**src/source/cache_pkg.sv**
```systemverilog
package cache_pkg;

	// ----------------------------------------------------------------------
	// Cache geometry
	// ----------------------------------------------------------------------

	// Two-way, 16 sets, eight words per line
	localparam int ways       = 2;
	localparam int sets       = 16;
	localparam int line_words = 8;

	// Data and address widths
	typedef logic [31:0] word_t;
	typedef logic [27:0] addr_t;

	// Word address split as tag | index | offset
	typedef logic [2:0]  offset_t;
	typedef logic [3:0]  index_t;
	typedef logic [20:0] tag_t;

	// Whole line, word 0 sits in the low bits
	typedef word_t [line_words-1:0] line_t;

	// Processor request as sampled by the controller
	typedef struct packed {
		logic  valid;
		logic  write;
		logic  flush;
		addr_t addr;
		word_t wdata;
	} cpu_req_t;

	// Controller FSM states
	typedef enum logic [2:0] {
		idle,
		lookup,
		write_back,
		fill,
		respond,
		flush_scan,
		flush_write
	} ctrl_state_t;

endpackage

```
**src/source/cache_tag_store.sv**
```systemverilog
`timescale 1ns/1ps

module cache_tag_store (
	input  logic               clk,
	input  logic               rst,
	input  cache_pkg::index_t  index,
	input  cache_pkg::tag_t    tag,
	input  logic               touch,
	input  logic               install,
	input  logic               mark_dirty,
	input  logic               invalidate_all,
	input  logic               way,
	input  cache_pkg::index_t  scan_index,
	input  logic               scan_way,
	output logic               hit,
	output logic               hit_way,
	output logic               victim_way,
	output logic               victim_dirty,
	output cache_pkg::tag_t    victim_tag,
	output logic               scan_dirty,
	output cache_pkg::tag_t    scan_tag
);

	// Per-way state, one entry per set
	cache_pkg::tag_t              tags  [cache_pkg::ways][cache_pkg::sets];
	logic [cache_pkg::sets-1:0]   valid [cache_pkg::ways];
	logic [cache_pkg::sets-1:0]   dirty [cache_pkg::ways];
	// LRU bit names the way to replace next
	logic [cache_pkg::sets-1:0]   lru;
	logic [cache_pkg::ways-1:0]   match;

	// ----------------------------------------------------------------------
	// Lookup and victim choice
	// ----------------------------------------------------------------------

	always_comb begin
		for (int w = 0; w < cache_pkg::ways; w++) begin
			match[w] = valid[w][index] && (tags[w][index] == tag);
		end
	end

	assign hit     = |match;
	assign hit_way = match[1];

	// Empty way first, LRU way only when the set is full
	assign victim_way   = !valid[0][index] ? 1'b0 :
	                      !valid[1][index] ? 1'b1 : lru[index];
	assign victim_dirty = valid[victim_way][index] && dirty[victim_way][index];
	assign victim_tag   = tags[victim_way][index];

	// Flush walk view of one slot
	assign scan_dirty = valid[scan_way][scan_index] && dirty[scan_way][scan_index];
	assign scan_tag   = tags[scan_way][scan_index];

	// ----------------------------------------------------------------------
	// Updates
	// ----------------------------------------------------------------------

	always_ff @(posedge clk) begin
		if (rst) begin
			valid <= '{default: '0};
			dirty <= '{default: '0};
			lru   <= '0;
		end else begin
			if (invalidate_all) begin
				valid <= '{default: '0};
				dirty <= '{default: '0};
			end else if (install) begin
				tags[way][index]  <= tag;
				valid[way][index] <= 1'b1;
				// Write miss installs the line already dirty
				dirty[way][index] <= mark_dirty;
			end else if (mark_dirty) begin
				dirty[way][index] <= 1'b1;
			end
			// Point away from the way just used
			if (touch)
				lru[index] <= ~way;
		end
	end

endmodule

```
**config.mk**
```make
export PLATFORM = sky130hd
export DESIGN_NAME = cache_tag_store
export DESIGN_NICKNAME = d
export VERILOG_FILES = /design/src/source/cache_pkg.sv /design/src/source/cache_tag_store.sv
export SDC_FILE = /design/constraint.sdc
export NUM_CORES = 1
export LEC_CHECK = 0
export BUFFER_PORTS_ARGS = -buffer_cell sky130_fd_sc_hd__buf_4
export CORE_ASPECT_RATIO = 1.25
export CORE_MARGIN = 2
export CORE_UTILIZATION = 60
export CTS_BUF_LIST = sky130_fd_sc_hd__clkbuf_8 sky130_fd_sc_hd__clkbuf_16
export DETAILED_ROUTE_END_ITERATION = 8
export PLACE_DENSITY = 0.85
export SLEW_MARGIN = 20
export SYNTH_ARGS = -nofsm -noshare
export SYNTH_HDL_FRONTEND = slang
export SYNTH_SLANG_ARGS = --single-unit
```
**constraint.sdc**
```tcl
create_clock -name clk -period 3.5 [get_ports clk]
set_input_delay 0.35 -clock clk [delete_from_list [all_inputs] [get_ports clk]]
set_output_delay 0.35 -clock clk [all_outputs]
set_load 0.005 [all_outputs]
```
==> results of run 1 <==
-- cell usage in the layout, fill, tap and decap left out, drive strengths merged, types with 26 or more instances in the layout --
master / Yosys / layout
a21o: 33 / 33
a21oi: 59 / 59
buf: 72 / 250
clkbuf: 78 / 83
clkinv: 0 / 26
dfxtp: 80 / 80
edfxtp: 672 / 672
mux2: 42 / 42
mux4: 479 / 479
nand2: 80 / 80
nor2: 62 / 62
o21ai: 52 / 52
-- through the flow --
step	setup TNS [ps]	hold WS (ps)	power (W)
3_5_place_dp	-1360	465	0.0118
3_3_place_gp	-589	461	0.0118
4_1_cts	-2410	17.2	0.0201
5_1_grt	-5140	31.5	0.0206
2_1_floorplan	0	443	0.0111
6_report	-4600	24.9	0.0202
-- final timing paths --
path | start | endpoint | slack (ps) | cells after the start
hold reg to reg | valid[31] | valid[31] | 470 | 1
setup / recovery | tags[1][13] | hit | -300 | 8
hold / removal | rst | lru[12] | 20 | 2
setup reg to reg | lru[5] | lru[5] | 2700 | 2
-- registers in the layout (all words and copies together) (netlist names) --
| register | flops |
|---|---|
| tags | 672 |
| lru | 16 |
| dirty | 32 |
| valid | 32 |
-- power groups by stage --
stage / sequential [W] / combinational [W] / clock, W
after CTS: 0.00982 / 0.00192 / 0.00834
after global routing: 0.00982 / 0.00206 / 0.00869
after detailed placement: 0.0100 / 0.00184 / 0
after global placement: 0.0100 / 0.00178 / 0
after floorplan: 0.0100 / 0.00112 / 0
final: 0.00982 / 0.00201 / 0.00840
-- layer usage --
| metal | wire [µm] | vias up | GRT usage, % |
|---|---|---|---|
| li1 | - | 8296 | - |
| met1 | 35400 | 11700 | 47.2 |
| met2 | 55700 | 2813 | 59.5 |
| met3 | 18400 | 722 | 11.2 |
| met4 | 11100 | 2 | 23.9 |
| met5 | 12 | - | 0 |
-- cell usage after synthesis, types with 4 or more instances --
| master | instances |
|---|---|
| edfxtp_1 | 672 |
| mux4_2 | 479 |
| dfxtp_1 | 80 |
| nand2_1 | 80 |
| clkbuf_1 | 78 |
| nor2_1 | 62 |
| a21oi_1 | 59 |
| o21ai_0 | 52 |
| mux2_2 | 42 |
| a21o_1 | 33 |
| buf_1 | 32 |
| xor2_1 | 25 |
| nand3_1 | 18 |
| xnor2_1 | 17 |
| a311oi_1 | 16 |
| buf_2 | 16 |
| buf_6 | 13 |
| buf_4 | 8 |
| mux2i_1 | 6 |
| nand4_1 | 6 |
| nor4_1 | 6 |
| nand2b_1 | 5 |
| nor2b_1 | 5 |
| a211oi_1 | 4 |
| a22o_1 | 4 |
| a22oi_1 | 4 |
| or2_2 | 4 |
-- kinds of logic after synthesis --
family | after synthesis
DFF | 752
AOI/OAI and AO/OA | 179
buffers and inverters | 151
xor gates and xnor gates | 42
muxes | 527
and+or+nand+nor | 193
-- what timing repair did --
action,4_1_cts,5_1_grt
setup endpoints to repair,24,24
buffers inserted,6,12
pin swaps,7,12
cloned,1,3
gates resized for setup,39,32
-- layout make-up --
class	count	share of cell area, %
flip-flops and latches	752	51.9
multi-input cells	941	33.5
repair buffers	254	6.34
clock buffers	79	4.65
well taps	765	2.28
clock inverters	57	1.30
inverters	1	0.0387
diodes	2	0.0119
==> results.cfg, run 1 <==
[floorplan]
fp.dieW_um = 224
fp-row-count = 100
area_of_the_core_region_um2 = 59600
io-pin-count = 84
dieHeight_um = 279
floorplan.initialDensity_pct = 60.7
dieArea_um2 = 62300

[global_routing]
globalRouteTotalUtil_pct = 38.1
grt_start_max_net_pins = 55
grt_first_pass_wirelength_um = 167000
globalRoute.totalOverflow = 0
antenna_found_initial = 2
first_global_vias = 23400

[sta]
fin_skew_ps = 0
max_clock_freq_mhz = 263
rsz0062_at_grt = yes
finalMaxSlewViolations = 0
layout_min_cycle_time_ps = 3800
tightestPinTransition_ps = 975
min_period_over_period_pct = 108
timing.final.setup_violations = 24
final.setup.worst_slack_ps = -295
timing.slew.headroom_pct = 35.0
hold_violations = 0

[run]
maxCapViolations = 0

[placed_design]
dpl.cell_count = 2691
hpwlAfterDp_um = 66800
place_worst_setup_slack_ps = -387
place.port_buffers = 83
placement.cell_area_um2 = 38900
gp_congestion = 0.918

[power]
sw_frac_of_total_pct = 23.2
power_per_cell_area_nw_per_um2 = 482
share_seq_of_total_power_pct = 48.5
p_clk_share_pct = 41.5
combinational_fraction_of_design_power_pct = 9.9
internal-power_w = 0.0155
vdd_drop_max_v = 0.000379
cellLeakagePower_nw = 13.7
switchingPower_w = 0.00470

[drt]
post_drt_via_cell_ratio = 8.24
antenna_violating_nets_post_route = 0
totalWireLength_um = 121000
drc = 0
drt-wirelength-per-cell_um = 42.3
drt_pass1_iterations = 6
detailroute.via_count = 23500
first_iter_violations = 4472

[final_layout]
postLayoutCoreUtil_pct = 70.5
drive_gt1_share_pct = 45.7
multi_input_comb_area_um2 = 14100
areaGrowthSynthToFinish_pct = 16.1
fill_cells = 3287
seq_area_um2 = 21800
finalInstanceArea_um2 = 42000
nNetsFinal = 2062
final_cell_count_without_fillers = 2851

[setup_path]
worstPathBufferInverterCount = 1
criticalPathCategory = reg -> out
arr_time_crit_path_ps = 3450
critical_path.slowest_cell = xor2_1
slowest_delay_ps = 690
critPathTopFamily = multiplexers
worstPathCellList = mux4_2 > mux4_2 > xor2_1 > nor4_2 > nand4_1 > nor3_2 > a41o_1 > buf_4
crit_path_end_kind = output pin
timing.critical_path.from_type = register
cpMostUsedCell = mux4_2
crit_path_max_fanout = 2
cp.required_ps = 3150

[clock_tree]
clock_tree.root_cell = clkbuf_16
cts.htree.levels = 3
clock_sink_count = 752
tritoncts = yes
worstSkewPairLatency_ps = 640
cts_hold_repair.buffers = 0
tritoncts.num_buffers = 75
cts_buffer_depth = 3
cts_clk_pin_slew_worst_paths_ps = 70

[logic_synthesis]
synth_xor_area_share_pct = 1.02
synth_sequential_area_ratio_pct = 60.2
synth.ff_latch_count = 752
post_synth.cell_area_avg_um2 = 19.6
yosys.cell_types.count = 37
yosys.area_share.adder_pct = 0
postSynthNetCount = 1881
gate_count_after_technology_mapping = 1844
mux_share_of_post_synthesis_cell_area_pct = 31.3
synth_enable_flop_cells = 672
synthDominantCellAreaShare_pct = 55.8
synth_compound_gate_area_share_pct = 3.03
netlist.top_cell.by_area = edfxtp_1
ys.warnings.count = 0
yosys_most_used_dff = edfxtp_1
netlist_area_pre_place_um2 = 36200
netlist_top_cells_area = edfxtp_1, mux4_2, dfxtp_1, mux2_2, nand2_1
largest_family_of_logic_cells_by_synthesized_area = multiplexers
simple_gate_area_share_of_the_yosys_netlist_pct = 2.33
postSynth.asyncResetShare_pct = 0

[status]
run_status = complete, but fails checks
violations = negative setup slack

[worst_hold_path]
min_path_type = in -> reg
(Power assumes the default switching activity.)
==> run 2, diff against run 1 <==
--- a/config.mk
+++ b/config.mk
@@ -8,7 +8,7 @@
 export BUFFER_PORTS_ARGS = -buffer_cell sky130_fd_sc_hd__buf_4
 export CORE_ASPECT_RATIO = 1.25
 export CORE_MARGIN = 2
-export CORE_UTILIZATION = 60
+export CORE_UTILIZATION = 57
 export CTS_BUF_LIST = sky130_fd_sc_hd__clkbuf_8 sky130_fd_sc_hd__clkbuf_16
 export DETAILED_ROUTE_END_ITERATION = 8
 export PLACE_DENSITY = 0.85
==> constraint.sdc (replaced) <==
create_clock -name clk -period 3.3 [get_ports clk]
set_input_delay 0.33 -clock clk [delete_from_list [all_inputs] [get_ports clk]]
set_output_delay 0.33 -clock clk [all_outputs]
set_load 0.005 [all_outputs]
==> results.cfg, run 2 (synthesis gave the netlist of run 1 again) <==
[final_layout]
most_common_library_cell_in_the_layout_ignoring_fill_and_taps = edfxtp_1
final_cell_mix = edfxtp_1, mux4_2, buf_4, nand2_1, clkbuf_16
largest_register_ff_count = 672
seq_area_um2 = 21800
nNetsFinal = 2093
top_register = tags
top_regs = tags: 672 flops, dirty: 32 flops, valid: 32 flops
areaGrowthSynthToFinish_pct = 17.5
multi_input_comb_area_um2 = 14100
postLayoutCoreUtil_pct = 67.5
fill_cells = 3656
drive_gt1_share_pct = 47.1

[placed_design]
hpwlAfterDp_um = 67200
place.port_buffers = 83
place_worst_setup_slack_ps = -417
gp_congestion = 0.930

[floorplan]
area_of_the_core_region_um2 = 63000
fp.dieW_um = 229
floorplan.initialDensity_pct = 57.4
fp-row-count = 103
io-pin-count = 84
dieHeight_um = 286
dieArea_um2 = 65500

[global_routing]
globalRouteTotalUtil_pct = 36.7
globalRoute.totalOverflow = 0
grt_start_max_net_pins = 71
first_global_vias = 23900
antenna_found_initial = 2
grt_first_pass_wirelength_um = 170000

[status]
run_status = complete, but fails checks
violations = negative setup slack

[setup_path]
timing.critical_path.from_type = register
cp.required_ps = 2970
criticalPathCategory = reg -> out
crit_path_end_kind = output pin
crit_path_max_fanout = 6
arr_time_crit_path_ps = 3430
r2r_setup_slack_ps = 2510
worst-r2r-cell-count = 2

[drt]
first_iter_violations = 4478
drt_pass1_iterations = 8
antenna_violating_nets_post_route = 0
drt-wirelength-per-cell_um = 40.3
detailroute.via_count = 23400
post_drt_via_cell_ratio = 7.92
drc = 0
totalWireLength_um = 119000

[worst_hold_path]
hold_depth = 2
min_path_type = in -> reg

[clock_tree]
cts.htree.levels = 3
cts_hold_repair.buffers = 0
clock_sink_count = 752
tritoncts.num_buffers = 71
clock_tree.root_cell = clkbuf_16
cts_buffer_depth = 3
cts_clk_pin_slew_worst_paths_ps = 60
worstSkewPairLatency_ps = 610
tritoncts = yes

[sta]
fin_skew_ps = 0
layout_min_cycle_time_ps = 3760
min_period_over_period_pct = 114
hold_violations = 0
timing.final.setup_violations = 24
finalMaxSlewViolations = 0
final.setup.worst_slack_ps = -459
rsz0062_at_grt = yes
timing.slew.headroom_pct = 35.0
max_clock_freq_mhz = 266
tightestPinTransition_ps = 975

[run]
maxCapViolations = 0

[power]
power_per_cell_area_nw_per_um2 = 498
cellLeakagePower_nw = 13.9
vdd_drop_max_v = 0.000423
run 2: worst max-delay path, stage by stage, from the launching register on:
cell     delay, ps
dfxtp_2        330
mux4_2         520
a22o_1         290
nor2_2         170
a21o_4         190
buf_6          160
buf_12         160
mux4_2         530
mux2_4         310
buf_6          120
run 2: layer usage:
metal	wire, µm	GRT usage, %
met5	13	0
met4	10400	25.5
met3	18100	11.4
met2	55500	57.3
met1	35100	44.1
run 2: what timing repair did:
| action | CTS | global route |
|---|---|---|
| pin swaps | 17 | 16 |
| resized for setup | 74 | 22 |
| gates cloned | 4 | 2 |
| endpoints found under the setup margin | 24 | 24 |
| setup buffers | 16 | 20 |
run 2: final cells by class:
class / instances / area share [%]
antenna: 1 / 0.00589
clock buffer: 75 / 4.39
clock inverter: 54 / 1.25
inverter: 1 / 0.0265
multi-input combinational: 941 / 33.3
sequential: 752 / 51.3
tap: 840 / 2.47
timing repair buffer: 289 / 7.33
run 2: through the flow:
| step | std cells | cell area [µm²] | power, W | hold WS (ps) | TNS [ps] |
|---|---|---|---|---|---|
| after CTS | 2931 | 42200 | 0.0210 | 7.21 | -7040 |
| after floorplan | 1844 | 36200 | 0.0118 | 429 | 0 |
| after detailed placement | 2782 | 39300 | 0.0126 | 463 | -4950 |
| final | 2953 | 42500 | 0.0212 | 35.6 | -9540 |
| after global routing | 2953 | 42500 | 0.0216 | 49.7 | -10460 |
| after global placement | 2782 | 39300 | 0.0125 | 464 | -4290 |
run 2: final timing paths:
path                    to  startpoint
max reg2reg        lru[15]     lru[15]
min reg2reg       valid[2]    valid[2]
max          victim_tag[1]   valid[31]
min                 lru[4]         rst
run 2: where the power goes:
part           internal, W  switching [W]  total, W
Clock              0.00489        0.00371   0.00860
Combinational      0.00104        0.00112   0.00215
Sequential          0.0104      0.0000267    0.0104
