==> config.mk <==
export PLATFORM = sky130hd
export DESIGN_NAME = cache_controller
export DESIGN_NICKNAME = d
export VERILOG_FILES = /design/src/source/cache_pkg.sv /design/src/source/mem_pkg.sv /design/src/source/cache_controller.sv
export SDC_FILE = /design/constraint.sdc
export NUM_CORES = 1
export LEC_CHECK = 0
export ABC_CLOCK_PERIOD_IN_PS = 36000
export BUFFER_PORTS_ARGS = -buffer_cell sky130_fd_sc_hd__buf_2
export CORE_AREA = 2 2 496 498
export CTS_CLUSTER_SIZE = 10
export DETAILED_ROUTE_END_ITERATION = 16
export DIE_AREA = 0 0 498 500
export PLACE_DENSITY_LB_ADDON = 0.05
export SLEW_MARGIN = 20
export SYNTH_ARGS = -nofsm -noshare
export SYNTH_HDL_FRONTEND = slang
export SYNTH_SLANG_ARGS = --single-unit
==> constraint.sdc <==
create_clock -name clk -period 36 [get_ports clk]
set_clock_uncertainty 0.15 [all_clocks]
set_input_delay 3.6 -clock clk [delete_from_list [all_inputs] [get_ports clk]]
set_output_delay 3.6 -clock clk [all_outputs]
set_load 0.02 [all_outputs]
==> src/source/cache_pkg.sv <==
package cache_pkg;

	// ----------------------------------------------------------------------
	// Cache geometry
	// ----------------------------------------------------------------------

	// Two-way, 16 sets, eight words per line
	localparam int ways       = 2;
	localparam int sets       = 16;
	localparam int line_words = 8;

	// Data and address widths
	typedef logic [31:0] word_t;
	typedef logic [27:0] addr_t;

	// Word address split as tag | index | offset
	typedef logic [2:0]  offset_t;
	typedef logic [3:0]  index_t;
	typedef logic [20:0] tag_t;

	// Whole line, word 0 sits in the low bits
	typedef word_t [line_words-1:0] line_t;

	// Processor request as sampled by the controller
	typedef struct packed {
		logic  valid;
		logic  write;
		logic  flush;
		addr_t addr;
		word_t wdata;
	} cpu_req_t;

	// Controller FSM states
	typedef enum logic [2:0] {
		idle,
		lookup,
		write_back,
		fill,
		respond,
		flush_scan,
		flush_write
	} ctrl_state_t;

endpackage

==> src/source/mem_pkg.sv <==
package mem_pkg;

	// Line address is tag and index together
	typedef logic [24:0] line_addr_t;

	// One line transfer to or from main memory
	// start is a single-cycle strobe, wline only matters on writes
	typedef struct packed {
		logic              start;
		logic              write;
		line_addr_t        line_addr;
		cache_pkg::line_t  wline;
	} mem_req_t;

endpackage

==> src/source/cache_controller.sv <==
`timescale 1ns/1ps

module cache_controller (
	input  logic                clk,
	input  logic                rst,
	input  cache_pkg::cpu_req_t req,
	// Tag store results
	input  logic                hit,
	input  logic                hit_way,
	input  logic                victim_way,
	input  logic                victim_dirty,
	input  cache_pkg::tag_t     victim_tag,
	input  logic                scan_dirty,
	input  cache_pkg::tag_t     scan_tag,
	// Data store and memory returns
	input  cache_pkg::line_t    line,
	input  logic                mem_done,
	input  cache_pkg::line_t    rline,
	output logic                ready,
	output cache_pkg::word_t    rdata,
	// Tag store commands
	output cache_pkg::index_t   index,
	output cache_pkg::tag_t     tag,
	output logic                way,
	output logic                touch,
	output logic                install,
	output logic                mark_dirty,
	output logic                invalidate_all,
	output cache_pkg::index_t   scan_index,
	output logic                scan_way,
	// Data store controls
	output cache_pkg::index_t   line_index,
	output logic                line_way,
	output logic                fill_en,
	output cache_pkg::line_t    fill_line,
	output logic                word_en,
	output cache_pkg::offset_t  offset,
	output cache_pkg::word_t    wdata,
	output mem_pkg::mem_req_t   mem_req
);

	localparam int slot_w = $clog2(cache_pkg::sets * cache_pkg::ways);

	cache_pkg::ctrl_state_t state;
	cache_pkg::cpu_req_t    req_r;
	logic                   way_r;
	logic [slot_w-1:0]      slot;
	logic                   flushing;
	logic                   hit_now;
	logic                   fill_now;
	logic                   flush_end;

	// ----------------------------------------------------------------------
	// Address fields and store addressing
	// ----------------------------------------------------------------------

	assign offset = req_r.addr[2:0];
	assign index  = req_r.addr[6:3];
	assign tag    = req_r.addr[27:7];
	assign wdata  = req_r.wdata;

	// Flush slot counter, set in the high bits, way in bit 0
	assign scan_index = slot[slot_w-1:1];
	assign scan_way   = slot[0];

	// Lookup steers straight from the tag store, later states use way_r
	assign way = (state == cache_pkg::lookup) ? (hit ? hit_way : victim_way) : way_r;

	assign flushing   = (state == cache_pkg::flush_scan) || (state == cache_pkg::flush_write);
	assign line_index = flushing ? scan_index : index;
	assign line_way   = flushing ? scan_way : way;

	// ----------------------------------------------------------------------
	// Single-cycle commands
	// ----------------------------------------------------------------------

	assign hit_now  = (state == cache_pkg::lookup) && hit;
	assign fill_now = (state == cache_pkg::fill) && mem_done;

	assign touch      = hit_now || fill_now;
	assign install    = fill_now;
	assign mark_dirty = req_r.write && (hit_now || fill_now);

	// Write word lands on a hit line or merges into the filled line
	assign word_en    = mark_dirty;
	assign fill_en    = fill_now;
	assign fill_line  = rline;

	// Last slot clean, or its write-back just finished
	assign flush_end = (&slot) &&
	                   (((state == cache_pkg::flush_scan) && !scan_dirty) ||
	                    ((state == cache_pkg::flush_write) && mem_done));
	assign invalidate_all = flush_end;

	// ----------------------------------------------------------------------
	// FSM
	// ----------------------------------------------------------------------

	always_ff @(posedge clk) begin
		if (rst) begin
			state         <= cache_pkg::idle;
			ready         <= 1'b0;
			mem_req.start <= 1'b0;
			slot          <= '0;
		end else begin
			ready         <= 1'b0;
			mem_req.start <= 1'b0;
			case (state)
				cache_pkg::idle: begin
					// Skip the ready cycle so a held request is not taken twice
					if (!ready && req.valid) begin
						req_r <= req;
						slot  <= '0;
						state <= req.flush ? cache_pkg::flush_scan : cache_pkg::lookup;
					end
				end
				cache_pkg::lookup: begin
					way_r <= hit ? hit_way : victim_way;
					if (hit) begin
						state <= cache_pkg::respond;
					end else begin
						// Dirty victim goes out first, else fetch right away
						mem_req.start     <= 1'b1;
						mem_req.write     <= victim_dirty;
						mem_req.line_addr <= victim_dirty ? {victim_tag, index} : {tag, index};
						mem_req.wline     <= line;
						state <= victim_dirty ? cache_pkg::write_back : cache_pkg::fill;
					end
				end
				cache_pkg::write_back: begin
					if (mem_done) begin
						mem_req.start     <= 1'b1;
						mem_req.write     <= 1'b0;
						mem_req.line_addr <= {tag, index};
						state             <= cache_pkg::fill;
					end
				end
				cache_pkg::fill: begin
					// Install and merge happen on the done cycle
					if (mem_done)
						state <= cache_pkg::respond;
				end
				cache_pkg::respond: begin
					ready <= 1'b1;
					rdata <= line[offset];
					state <= cache_pkg::idle;
				end
				cache_pkg::flush_scan: begin
					if (scan_dirty) begin
						mem_req.start     <= 1'b1;
						mem_req.write     <= 1'b1;
						mem_req.line_addr <= {scan_tag, scan_index};
						mem_req.wline     <= line;
						state             <= cache_pkg::flush_write;
					end else if (flush_end) begin
						state <= cache_pkg::respond;
					end else begin
						slot <= slot + 1'b1;
					end
				end
				cache_pkg::flush_write: begin
					if (mem_done) begin
						slot  <= slot + 1'b1;
						state <= flush_end ? cache_pkg::respond : cache_pkg::flush_scan;
					end
				end
				default: state <= cache_pkg::idle;
			endcase
		end
	end

endmodule

==> results.md, run 1 <==
- Status: finished clean
- Synth Area in Compound Gates: 0.03178
- CP dominant cell by count: buf_2
- Final setup fails: 0
- Die extent in y: 500 um
- CP delay by family, top: buffers and inverters
- Max_slew headroom: 0.3178
- Leak: roughly 9.5 nW
- Initial antenna violation count: 56
- CTS tree: yes
- IO Pins: 1274
- Critical path depth in cells: 6
- Initial Utilization: 0.07589
- Final HPWL DP: 109.2 mm
- # nets final: 2353
- Post-synthesis cell type count: 42
- Worst slew pin tran: 1.023 ns
- Die width: 498 um
- Area growth syn-to-layout: 40.68%
- Final antenna-violating net count: 0
- Final period util: 0.2362
- Fillers: 28038
- Clk_lat worst skew: roughly 0.67 ns
- Critical Path Start Type: input pin
- Req. time, crit path: about 32 ns
- Flop pwr share: 0.375
- Placeable Area: 244300 um^2
- Pwr Density: slightly above 60 nW/um^2
- P_sw: around 0.00053 W
- TritonCTS Buffers: 68
- Gate Count Post-Synth: 1254
- Full die area: 249000 um^2
- Post-synth net total: approximately 1900
- Clock Tree Buf Depth: 3
- Clock power share: 0.403
- Clock sink count: 386
- Hold path cells: 2
- Unrepaired setup endpoints after global routing: false
- Drt wl/cell: 26.84 um
- Worst-case reg-to-reg path depth: 5
- Crit Path Max Fanout: 9
- Synth Area in Adders: 0.001350
- DRC: 0
- Largest net degree at the start of global routing: about 140
- Max incr delay on CP: between 0.3 and 0.4 ns
- Slowest-stage cell, CP: mux2_2
- CTS clk-pin slew, worst paths: 0.05 ns
- Via count: roughly 13000
- Global-route wire length before repair: 168.0 mm
- Internal power: between 0.001 and 0.0015 W
- Placer Congestion: 0.7135
- Max-cap violation count: 0
- #FFs+latches synth: 386
- Critical Path Sink Type: output pin
- Std cell rows: 182
- WP data arrival: 4.75 ns
- GRT overflow: 0
- Input/output buffers: around 760
- Tot Pwr: 0.001590 W
- Register area share after synthesis: 0.6197
- Max-slew violation count: 0
- Comb pwr share: 0.222
- Share of cells above drive strength 1: 0.5537
- Hold-fix buffers at CTS: 0
- Mux share of post-synthesis cell area: 0.1024
- Endpoints failing hold: 0
- Max VDD drop: roughly 0.000026 V
- Worst hold path type: register to register
- Crit-path cells: buf_2, mux2_2, nor3_1, o21bai_1, o221a_2, buf_2
- Starting DRT DRC Count: 580
- Vias per cell: 2.521
- Clock Root Buffer: clkbuf_16
- Ys Warns: 0
- Main combinational cell family by area after synthesis: buffers and inverters
- Worst Path Buf+Inv: 2
- Sw Ratio: 0.3349
- Mapped Area: 18540 um^2
- Vias in the first global route: 13688
- Setup TNS: 0 ns
- GR Util All Layers: 0.1048
- Maximum clock rate: 117.6 MHz
- Simple-gate share of the synthesized area: 0.1003
- Drt pass-1 iters: 5
- WHS: 0.4514 ns
- Post-CTS Resized: 0
- WL final: 134.7 mm
- Crit path kind: input pin to output pin
- CTS HTree Levels: 3
- Fin crit period: 8.504 ns
- Syn Area/Cell: between 10 and 15 um^2
- Post-CTS Setup Bufs: 0
- Synth Area in XOR/XNOR: 0.0004723
==> power groups by stage <==
stage | clock network [W] | logic, W | registers [W]
after CTS | 0.000684 | 0.000379 | 0.000599
after floorplan | 0 | 0.000196 | 0.000659
after global placement | 0 | 0.000381 | 0.000609
final | 0.000641 | 0.000353 | 0.000596
after global routing | 0.000693 | 0.000386 | 0.000602
after detailed placement | 0 | 0.000378 | 0.000607
==> cell type report <==
cell class | count | area, um^2 | area share
inverters | 2 | 7.507 | 0.0002878
diodes | 20 | 50.05 | 0.001919
well taps | 3220 | 4029 | 0.1544
flip-flops and latches | 386 | 11490 | 0.4405
clock inverters | 25 | 177.7 | 0.006811
multi-input cells | 489 | 4428 | 0.1697
repair buffers | 779 | 3981 | 0.1526
clock buffers | 96 | 1922 | 0.07367
==> synth_stat cells, drive strengths merged <==
library cell | n | area [um^2]
edfxtp | 376 | 11290
buf | 361 | 2601
and2 | 259 | 1620
mux4 | 64 | 1441
mux2 | 38 | 427.9
a22o | 25 | 219.0
a21o | 21 | 157.7
clkbuf | 16 | 60.06
a21oi | 12 | 60.06
dfxtp | 10 | 200.2
nor2 | 9 | 33.78
and3 | 6 | 37.54
nand2 | 6 | 22.52
nand2b | 6 | 37.54
o21ai | 5 | 25.02
nand3 | 4 | 20.02
o21a | 4 | 30.03
mux2i | 3 | 30.03
nor3 | 3 | 15.01
a21boi | 2 | 15.01
ha | 2 | 25.02
inv | 2 | 7.510
nor4b | 2 | 23.77
o21bai | 2 | 15.01
or2 | 2 | 12.51
a211o | 1 | 8.760
a31oi | 1 | 6.260
and3b | 1 | 8.760
nor2b | 1 | 6.260
nor3b | 1 | 7.510
o211ai | 1 | 7.510
o221a | 1 | 11.26
o22a | 1 | 8.760
o22ai | 1 | 6.260
o32a | 1 | 10.01
o32ai | 1 | 8.760
or3 | 1 | 6.260
or3b | 1 | 8.760
xor2 | 1 | 8.760
==> worst register-to-register path, stage by stage, from the launching register on <==
cell and delay (ns):
dfxtp_1 0.80, a21oi_1 0.21, nor3_2 0.24, buf_12 0.49, buf_4 1.17, buf_4 0.63
==> cell usage in the layout (no fill, tap or decap), types with 3 or more instances in the layout <==
cell type	count
buf_2	761
edfxtp_1	376
and2_1	258
clkbuf_16	72
mux4_2	64
mux2_2	38
a22o_1	25
a21o_1	21
clkbuf_1	21
diode_2	20
buf_4	15
a21oi_1	12
dfxtp_1	10
clkinv_2	9
clkinv_1	9
nor2_1	8
nand2_1	6
nand2b_1	6
o21ai_0	5
and3_1	4
nand3_1	4
mux2i_1	3
o21a_1	3
clkbuf_8	3
buf_12	3
==> cell families after synthesis <==
logic type      count (synthesis)
compound gates                 79
xor+xnor                        1
fa+ha+maj                       2
buf+inv                       379
flops                         386
mux                           105
simple gates                  302
==> stage by stage <==
step | cells | instance area, um^2 | setup WS [ns] | util
after CTS | 4997 | 26040 | 27.46 | 0.1066
after global placement | 4876 | 23940 | 27.40 | 0.09796
after detailed placement | 4876 | 23940 | 27.47 | 0.09796
after floorplan | 1254 | 18540 | 13.52 | -
final | 5017 | 26090 | 27.50 | 0.1068
after global routing | 5000 | 26040 | 27.40 | 0.1066
==> final timing paths <==
kind              slack [ns]                      to                   from
hold reg to reg         0.45    slot[3]$_SDFFE_PP0P_   slot[3]$_SDFFE_PP0P_
hold / removal          0.45    slot[3]$_SDFFE_PP0P_   slot[3]$_SDFFE_PP0P_
setup reg to reg       31.91  mem_req[250]$_DFFE_PP_  state[2]$_SDFFE_PP0P_
setup / recovery       27.50                line_way                    hit
==> state kept, by name, indices dropped and copies added (netlist names) <==
signal and flops:
index 4, req_r 1, rdata 32, mem_req 283, wdata 32, state 3
slot 5, offset 3, ready 1, way_r 1, tag 21
==> metal layers <==
metal / track usage / vias up / wire length (um)
li1: - / 5192 / -
met1: 0.1076 / 6231 / 48770
met2: 0.1824 / 938 / 66120
met3: 0.05322 / 258 / 14870
met4: 0.03628 / 28 / 4595
met5: 0.003280 / - / 302
(Power assumes the default switching activity.)
==> inputs of run 2 (changes only) <==
ABC_CLOCK_PERIOD_IN_PS = 8200   (was 36000)
CORE_AREA = 2 2 499 501   (was 2 2 496 498)
DIE_AREA = 0 0 501 503   (was 0 0 498 500)
clock period = 8.2 ns   (was 36 ns; I/O delays follow)
==> results.md, run 2 (synthesis gave the netlist of run 1 again) <==
- Status: finished clean
- Std cell rows: 183 (+0.55%)
- Pwr Density: 274.4 nW/um^2 (+350%)
- Final antenna-violating net count: 0 (unchanged)
- Die width: 501 um (+0.60%)
- Die extent in y: 503 um (+0.60%)
- CP delay by family, top: buffers and inverters
- P_sw: 0.002421 W (+350%)
- Worst Path Buf+Inv: 2 (unchanged)
- Crit path kind: register to register
- Placed Cells: 4892 (+0.33%)
- DRC: 0 (unchanged)
- Crit Path Max Fanout: 173 (+164)
- Input/output buffers: 761 (unchanged)
- Drt pass-1 iters: 4 (-1)
- Clock power share: 0.418 (+0.015)
- CTS clk-pin slew, worst paths: 0.05 ns (about the same)
- Fin crit period: 3.713 ns
- Vias per cell: 2.501 (-0.79%)
- Post-CTS Resized: 0 (unchanged)
- Finished Layout Cells: 5029 (+0.24%)
- Final HPWL DP: 112.0 mm (+2.6%)
- Leak: 9.521 nW (+0.57%)
- Crit-path cells: and3b_1, and2_2, buf_4, o21bai_4, buf_12, and2_1
- # nets final: 2353 (unchanged)
- Pre-CTS setup slack: 4.493 ns (-22.98 ns)
- Critical Path Sink Type: register
- Worst hold path type: input pin to register
- Biggest register: mem_req
- Starting DRT DRC Count: 621 (+7.1%)
- Initial Utilization: 0.07505 (-0.0008344)
- Full die area: 252000 um^2 (+1.2%)
- Clock sink count: 386 (unchanged)
- IO Pins: 1274 (unchanged)
- Max-cap violation count: 0 (unchanged)
- Utilization after layout: 0.1062 (-0.0005860)
- Final period util: 0.4528
- WL final: 137.9 mm (+2.4%)
- Unrepaired setup endpoints after global routing: false
- Req. time, crit path: 8.57 ns (-23.68 ns)
- Hold-fix buffers at CTS: 0 (unchanged)
- Share of cells above drive strength 1: 0.5532 (about the same)
- Most frequent cells in the layout: 761 x buf_2, 376 x edfxtp_1, 258 x and2_1, 70 x clkbuf_16, 64 x mux4_2
- Maximum clock rate: 269.4 MHz
- Sw Ratio: 0.3363 (+0.001455)
- Global-route wire length before repair: 170.0 mm (+1.2%)
- Drt wl/cell: 27.43 um (+2.2%)
- Max VDD drop: 0.0001205 V (+370%)
- Clock Root Buffer: clkbuf_16
- Commonest non-fill, non-tap cell in the layout: buf_2
- Vias in the first global route: 13648 (-0.29%)
- Via count: 12577 (-0.55%)
- Placer Congestion: 0.7397 (+3.7%)
- Area growth syn-to-layout: 41.46%
- Largest register FFs: 283 (unchanged)
- CTS tree: yes
- Initial antenna violation count: 73 (+30%)
- Flop pwr share: 0.365 (-0.010)
- Final worst setup slack: 4.487 ns (-23.01 ns)
- Post-CTS Setup Bufs: 0 (unchanged)
- Setup TNS: 0 ns (unchanged)
- WP data arrival: 4.08 ns (-0.67 ns)
- Placeable Area: 247100 um^2 (+1.1%)
- Clk_lat worst skew: 0.68 ns (about the same)
- Clock Tree Buf Depth: 3 (unchanged)
- TritonCTS Buffers: 69 (+1.5%)
- Max incr delay on CP: 0.77 ns (+0.40 ns)
- Endpoints failing hold: 0 (unchanged)
- GRT overflow: 0 (unchanged)
- Worst slew pin tran: 1.155 ns (+0.1317 ns)
- Slowest-stage cell, CP: dfxtp_1
- Max-slew violation count: 0 (unchanged)
- Critical Path Start Type: register
- Final setup fails: 0 (unchanged)
- CTS HTree Levels: 3 (unchanged)
- Max_slew headroom: 0.2300 (-0.08782)
- Largest net degree at the start of global routing: 174 (+27%)
- Internal power: 0.004778 W (+350%)
- Comb pwr share: 0.217 (-0.005)
- GR Util All Layers: 0.1058 (+0.001016)
## run 2: power by group through the flow
stage | clock [W] | combinational (W) | sequential [W]
after floorplan | 0 | 0.000862 | 0.00282
after global placement | 0 | 0.00167 | 0.00268
after detailed placement | 0 | 0.00166 | 0.00268
after CTS | 0.00321 | 0.00166 | 0.00264
after global routing | 0.00325 | 0.00170 | 0.00265
final | 0.00301 | 0.00156 | 0.00262
## run 2: layout make-up
cell class | count | area (um^2)
Inverter | 2 | 7.507
Multi-Input combinational cell | 489 | 4434
Tap cell | 3237 | 4050
Clock inverter | 31 | 384.1
Sequential cell | 386 | 11490
Antenna cell | 17 | 42.54
Fill cell | 28279 | 220800
Timing Repair Buffer | 778 | 3999
Clock buffer | 89 | 1823
## run 2: metal layers
| layer | up-vias | share of wire | global-route usage |
|---|---|---|---|
| met5 | - | 0.0016 | 0 |
| met4 | 36 | 0.044 | 0.04749 |
| met3 | 272 | 0.12 | 0.05612 |
| met2 | 905 | 0.48 | 0.1798 |
| met1 | 6183 | 0.35 | 0.1069 |
| li1 | 5181 | - | - |
## run 2: path summary, 6_finish.rpt
path,startpoint,cells past startpoint,slack (ns),endpoint
setup / recovery,state[2]$_SDFFE_PP0P_,6,4.49,mem_req[218]$_DFFE_PP_
hold / removal,req[50],1,0.16,tag[11]$_DFFE_PP_
setup reg to reg,state[2]$_SDFFE_PP0P_,6,4.49,mem_req[218]$_DFFE_PP_
hold reg to reg,slot[3]$_SDFFE_PP0P_,2,0.41,slot[3]$_SDFFE_PP0P_
## run 2: through the flow
stage | cell area [um^2] | hold WS [ns] | power (W)
floorplan | 18550 | 0.3714 | 0.003681
CTS | 26190 | 0.03473 | 0.007515
detailed placement | 23980 | 0.4011 | 0.004333
global placement | 23980 | 0.4014 | 0.004352
finish | 26230 | 0.1583 | 0.007199
global route | 26190 | 0.08439 | 0.007600
==> inputs of run 3 (changes only) <==
ABC_CLOCK_PERIOD_IN_PS = 3600   (was 8200)
clock period = 3.6 ns   (was 8.2 ns; I/O delays follow)
==> results.md, run 3 (synthesis gave the netlist of run 1 again) <==
- Slowest-stage cell, CP: dfxtp_1
- Unrepaired setup endpoints after global routing: false
- Worst-case reg-to-reg path depth: 6 (unchanged)
- Most frequent cells in the layout: 761 x buf_2, 376 x edfxtp_1, 341 x dlygate4sd3_1, 258 x and2_1, 66 x clkbuf_16
- DRC: 0 (unchanged)
- Worst hold path startpoint: scan_tag[6]
- Endpoints failing hold: 0 (unchanged)
- WP data arrival: 2.62 ns (-1.46 ns)
- Max_slew headroom: 0.4402 (+0.2101)
- Std cell rows: 183 (unchanged)
- Final antenna-violating net count: 0 (unchanged)
- Pwr Density: 551.2 nW/um^2 (+100%)
- Commonest non-fill, non-tap cell in the layout: buf_2
- Flop2flop setup slack: 0.69 ns (-3.80 ns)
- WL final: 137.9 mm (about the same)
- Crit-path cells: nand2_1, a21oi_1, and2_1, buf_2
- Fin crit period: 3.125 ns
- Clock Root Buffer: clkbuf_16
- Via count: 13912 (+11%)
- Worst slew pin tran: 0.8398 ns (-0.3152 ns)
- IO Pins: 1274 (unchanged)
- CP delay by family, top: flip-flops
- Drt pass-1 iters: 4 (unchanged)
- Critical R2R Launch: state[1]$_SDFFE_PP0P_
- Area growth syn-to-layout: 60.61%
- Critical Path Start Type: register
- Final setup fails: 0 (unchanged)
- Utilization after layout: 0.1205 (+0.01437)
- Clk_lat worst skew: 0.67 ns (about the same)
- Vias in the first global route: 15187 (+11%)
- CTS tree: yes
- Tot Pwr: 0.01642 W (+130%)
- Full die area: 252000 um^2 (unchanged)
- Share of cells above drive strength 1: 0.4745 (-0.07872)
- Biggest register: mem_req
- Crit path kind: register to output pin
- Starting DRT DRC Count: 531 (-14%)
- Max-slew violation count: 0 (unchanged)
- Drt wl/cell: 25.62 um (-6.6%)
- Max-cap violation count: 0 (unchanged)
- Critical Path Sink Type: output pin
- Input/output buffers: 761 (unchanged)
- Final HPWL DP: 113.7 mm (+1.5%)
- Leak: 11.06 nW (+16%)
- Req. time, crit path: 3.09 ns (-5.48 ns)
- Die width: 501 um (unchanged)
- Placer Congestion: 0.7372 (-0.34%)
- Initial antenna violation count: 37 (-49%)
- Largest register FFs: 283 (unchanged)
- Worst hold path type: input pin to register
- GR Util All Layers: 0.1055 (-0.0003204)
- Initial Utilization: 0.07505 (unchanged)
- Final period util: 0.8681
- Global-route wire length before repair: 172.2 mm (+1.3%)
- CTS clk-pin slew, worst paths: 0.06 ns (about the same)
- Clock Tree Buf Depth: 3 (unchanged)
- Vias per cell: 2.584 (+3.3%)
- R2R Path End: mem_req[276]$_DFFE_PP_
- Max incr delay on CP: 0.71 ns (-0.06 ns)
- GRT overflow: 0 (unchanged)
- CTS HTree Levels: 3 (unchanged)
- Status: finished clean
- Worst Path Buf+Inv: 1 (-1)
- Placeable Area: 247100 um^2 (unchanged)
- Clock sink count: 386 (unchanged)
- # nets final: 2714 (+15%)
- Max VDD drop: 0.0002606 V (+120%)
- Hold EP: mem_req[266]$_DFFE_PP_
- Maximum clock rate: 320.0 MHz
- Hold path cells: 3 (+2)
- Die extent in y: 503 um (unchanged)
- TritonCTS Buffers: 66 (-4.3%)
- Post-CTS Resized: 0 (unchanged)
- Crit Path Max Fanout: 17 (-90%)
- Largest net degree at the start of global routing: 85 (-51%)
## run 3: changes by cell type in the layout (fill, tap and decap cells not counted), moves of 6 or more
cell and change:
diode_2 -9, clkinv_2 +6, buf_12 +8, clkbuf_1 -7, dlygate4sd3_1 +341, buf_4 +15
## run 3: through the flow
| stage | setup slack (ns) | TNS [ns] | area (um^2) | instances | hold WS, ns |
|---|---|---|---|---|---|
| after floorplan | -3.737 | -956.63 | 18590 | 1254 | 0.3089 |
| after global placement | 0.5682 | 0 | 24240 | 4914 | 0.3872 |
| after detailed placement | 0.7417 | 0 | 24260 | 4915 | 0.3890 |
| after CTS | 0.2271 | 0 | 29760 | 5376 | 0.003797 |
| after global routing | 0.1925 | 0 | 29780 | 5382 | 0.07088 |
| final | 0.4748 | 0 | 29780 | 5384 | 0.09096 |
## run 3: layout make-up
type                    instances  area [um^2]
well taps                    3237         4050
repair buffers               1142         7685
clock inverters                42        390.4
clock buffers                  78         1697
inverters                       2        7.507
diodes                          8        20.02
flip-flops and latches        386        11490
fillers                     28183       217300
multi-input cells             489         4441
## run 3: where the power goes
| part | internal (W) | total [W] | switching [W] | leakage (nW) |
|---|---|---|---|---|
| clock | 0.00376 | 0.00645 | 0.00269 | 1.02 |
| combinational | 0.00147 | 0.00403 | 0.00256 | 6.49 |
| sequential | 0.00567 | 0.00594 | 0.000266 | 3.55 |
| total | 0.0109 | 0.0164 | 0.00552 | 11.1 |
## run 3: how the worst max path moves through the flow
stage                          startpoint                     end  depth (start not counted)
floorplan                             hit    mem_req[0]$_DFFE_PP_                          4
global placement    state[1]$_SDFFE_PP0P_   mem_req[79]$_DFFE_PP_                          4
detailed placement  state[1]$_SDFFE_PP0P_  mem_req[276]$_DFFE_PP_                          4
CTS                 state[1]$_SDFFE_PP0P_                 word_en                          4
global route        state[1]$_SDFFE_PP0P_                 word_en                          4
finish              state[1]$_SDFFE_PP0P_                 word_en                          4
## run 3: per-layer routing
metal	track usage	vias up	part of all wire
met5	0	-	0.00032
met4	0.03519	6	0.031
met3	0.04900	234	0.11
met2	0.1845	902	0.49
met1	0.1111	6874	0.37
li1	-	5896	-
## run 3: timing repair
item / CTS / global route
endpoints found under the hold margin: 346 / 0
hold buffers: 341 / 0
buffers inserted: 0 / 0
## run 3: worst reg2reg max path, cell delays in order, from the launching register on
cell and delay, ns:
dfxtp_1 0.71, and3b_1 0.31, and2_2 0.23, buf_4 0.25
a22o_1 0.29, dlygate4sd3_1 0.55, a21o_1 0.17
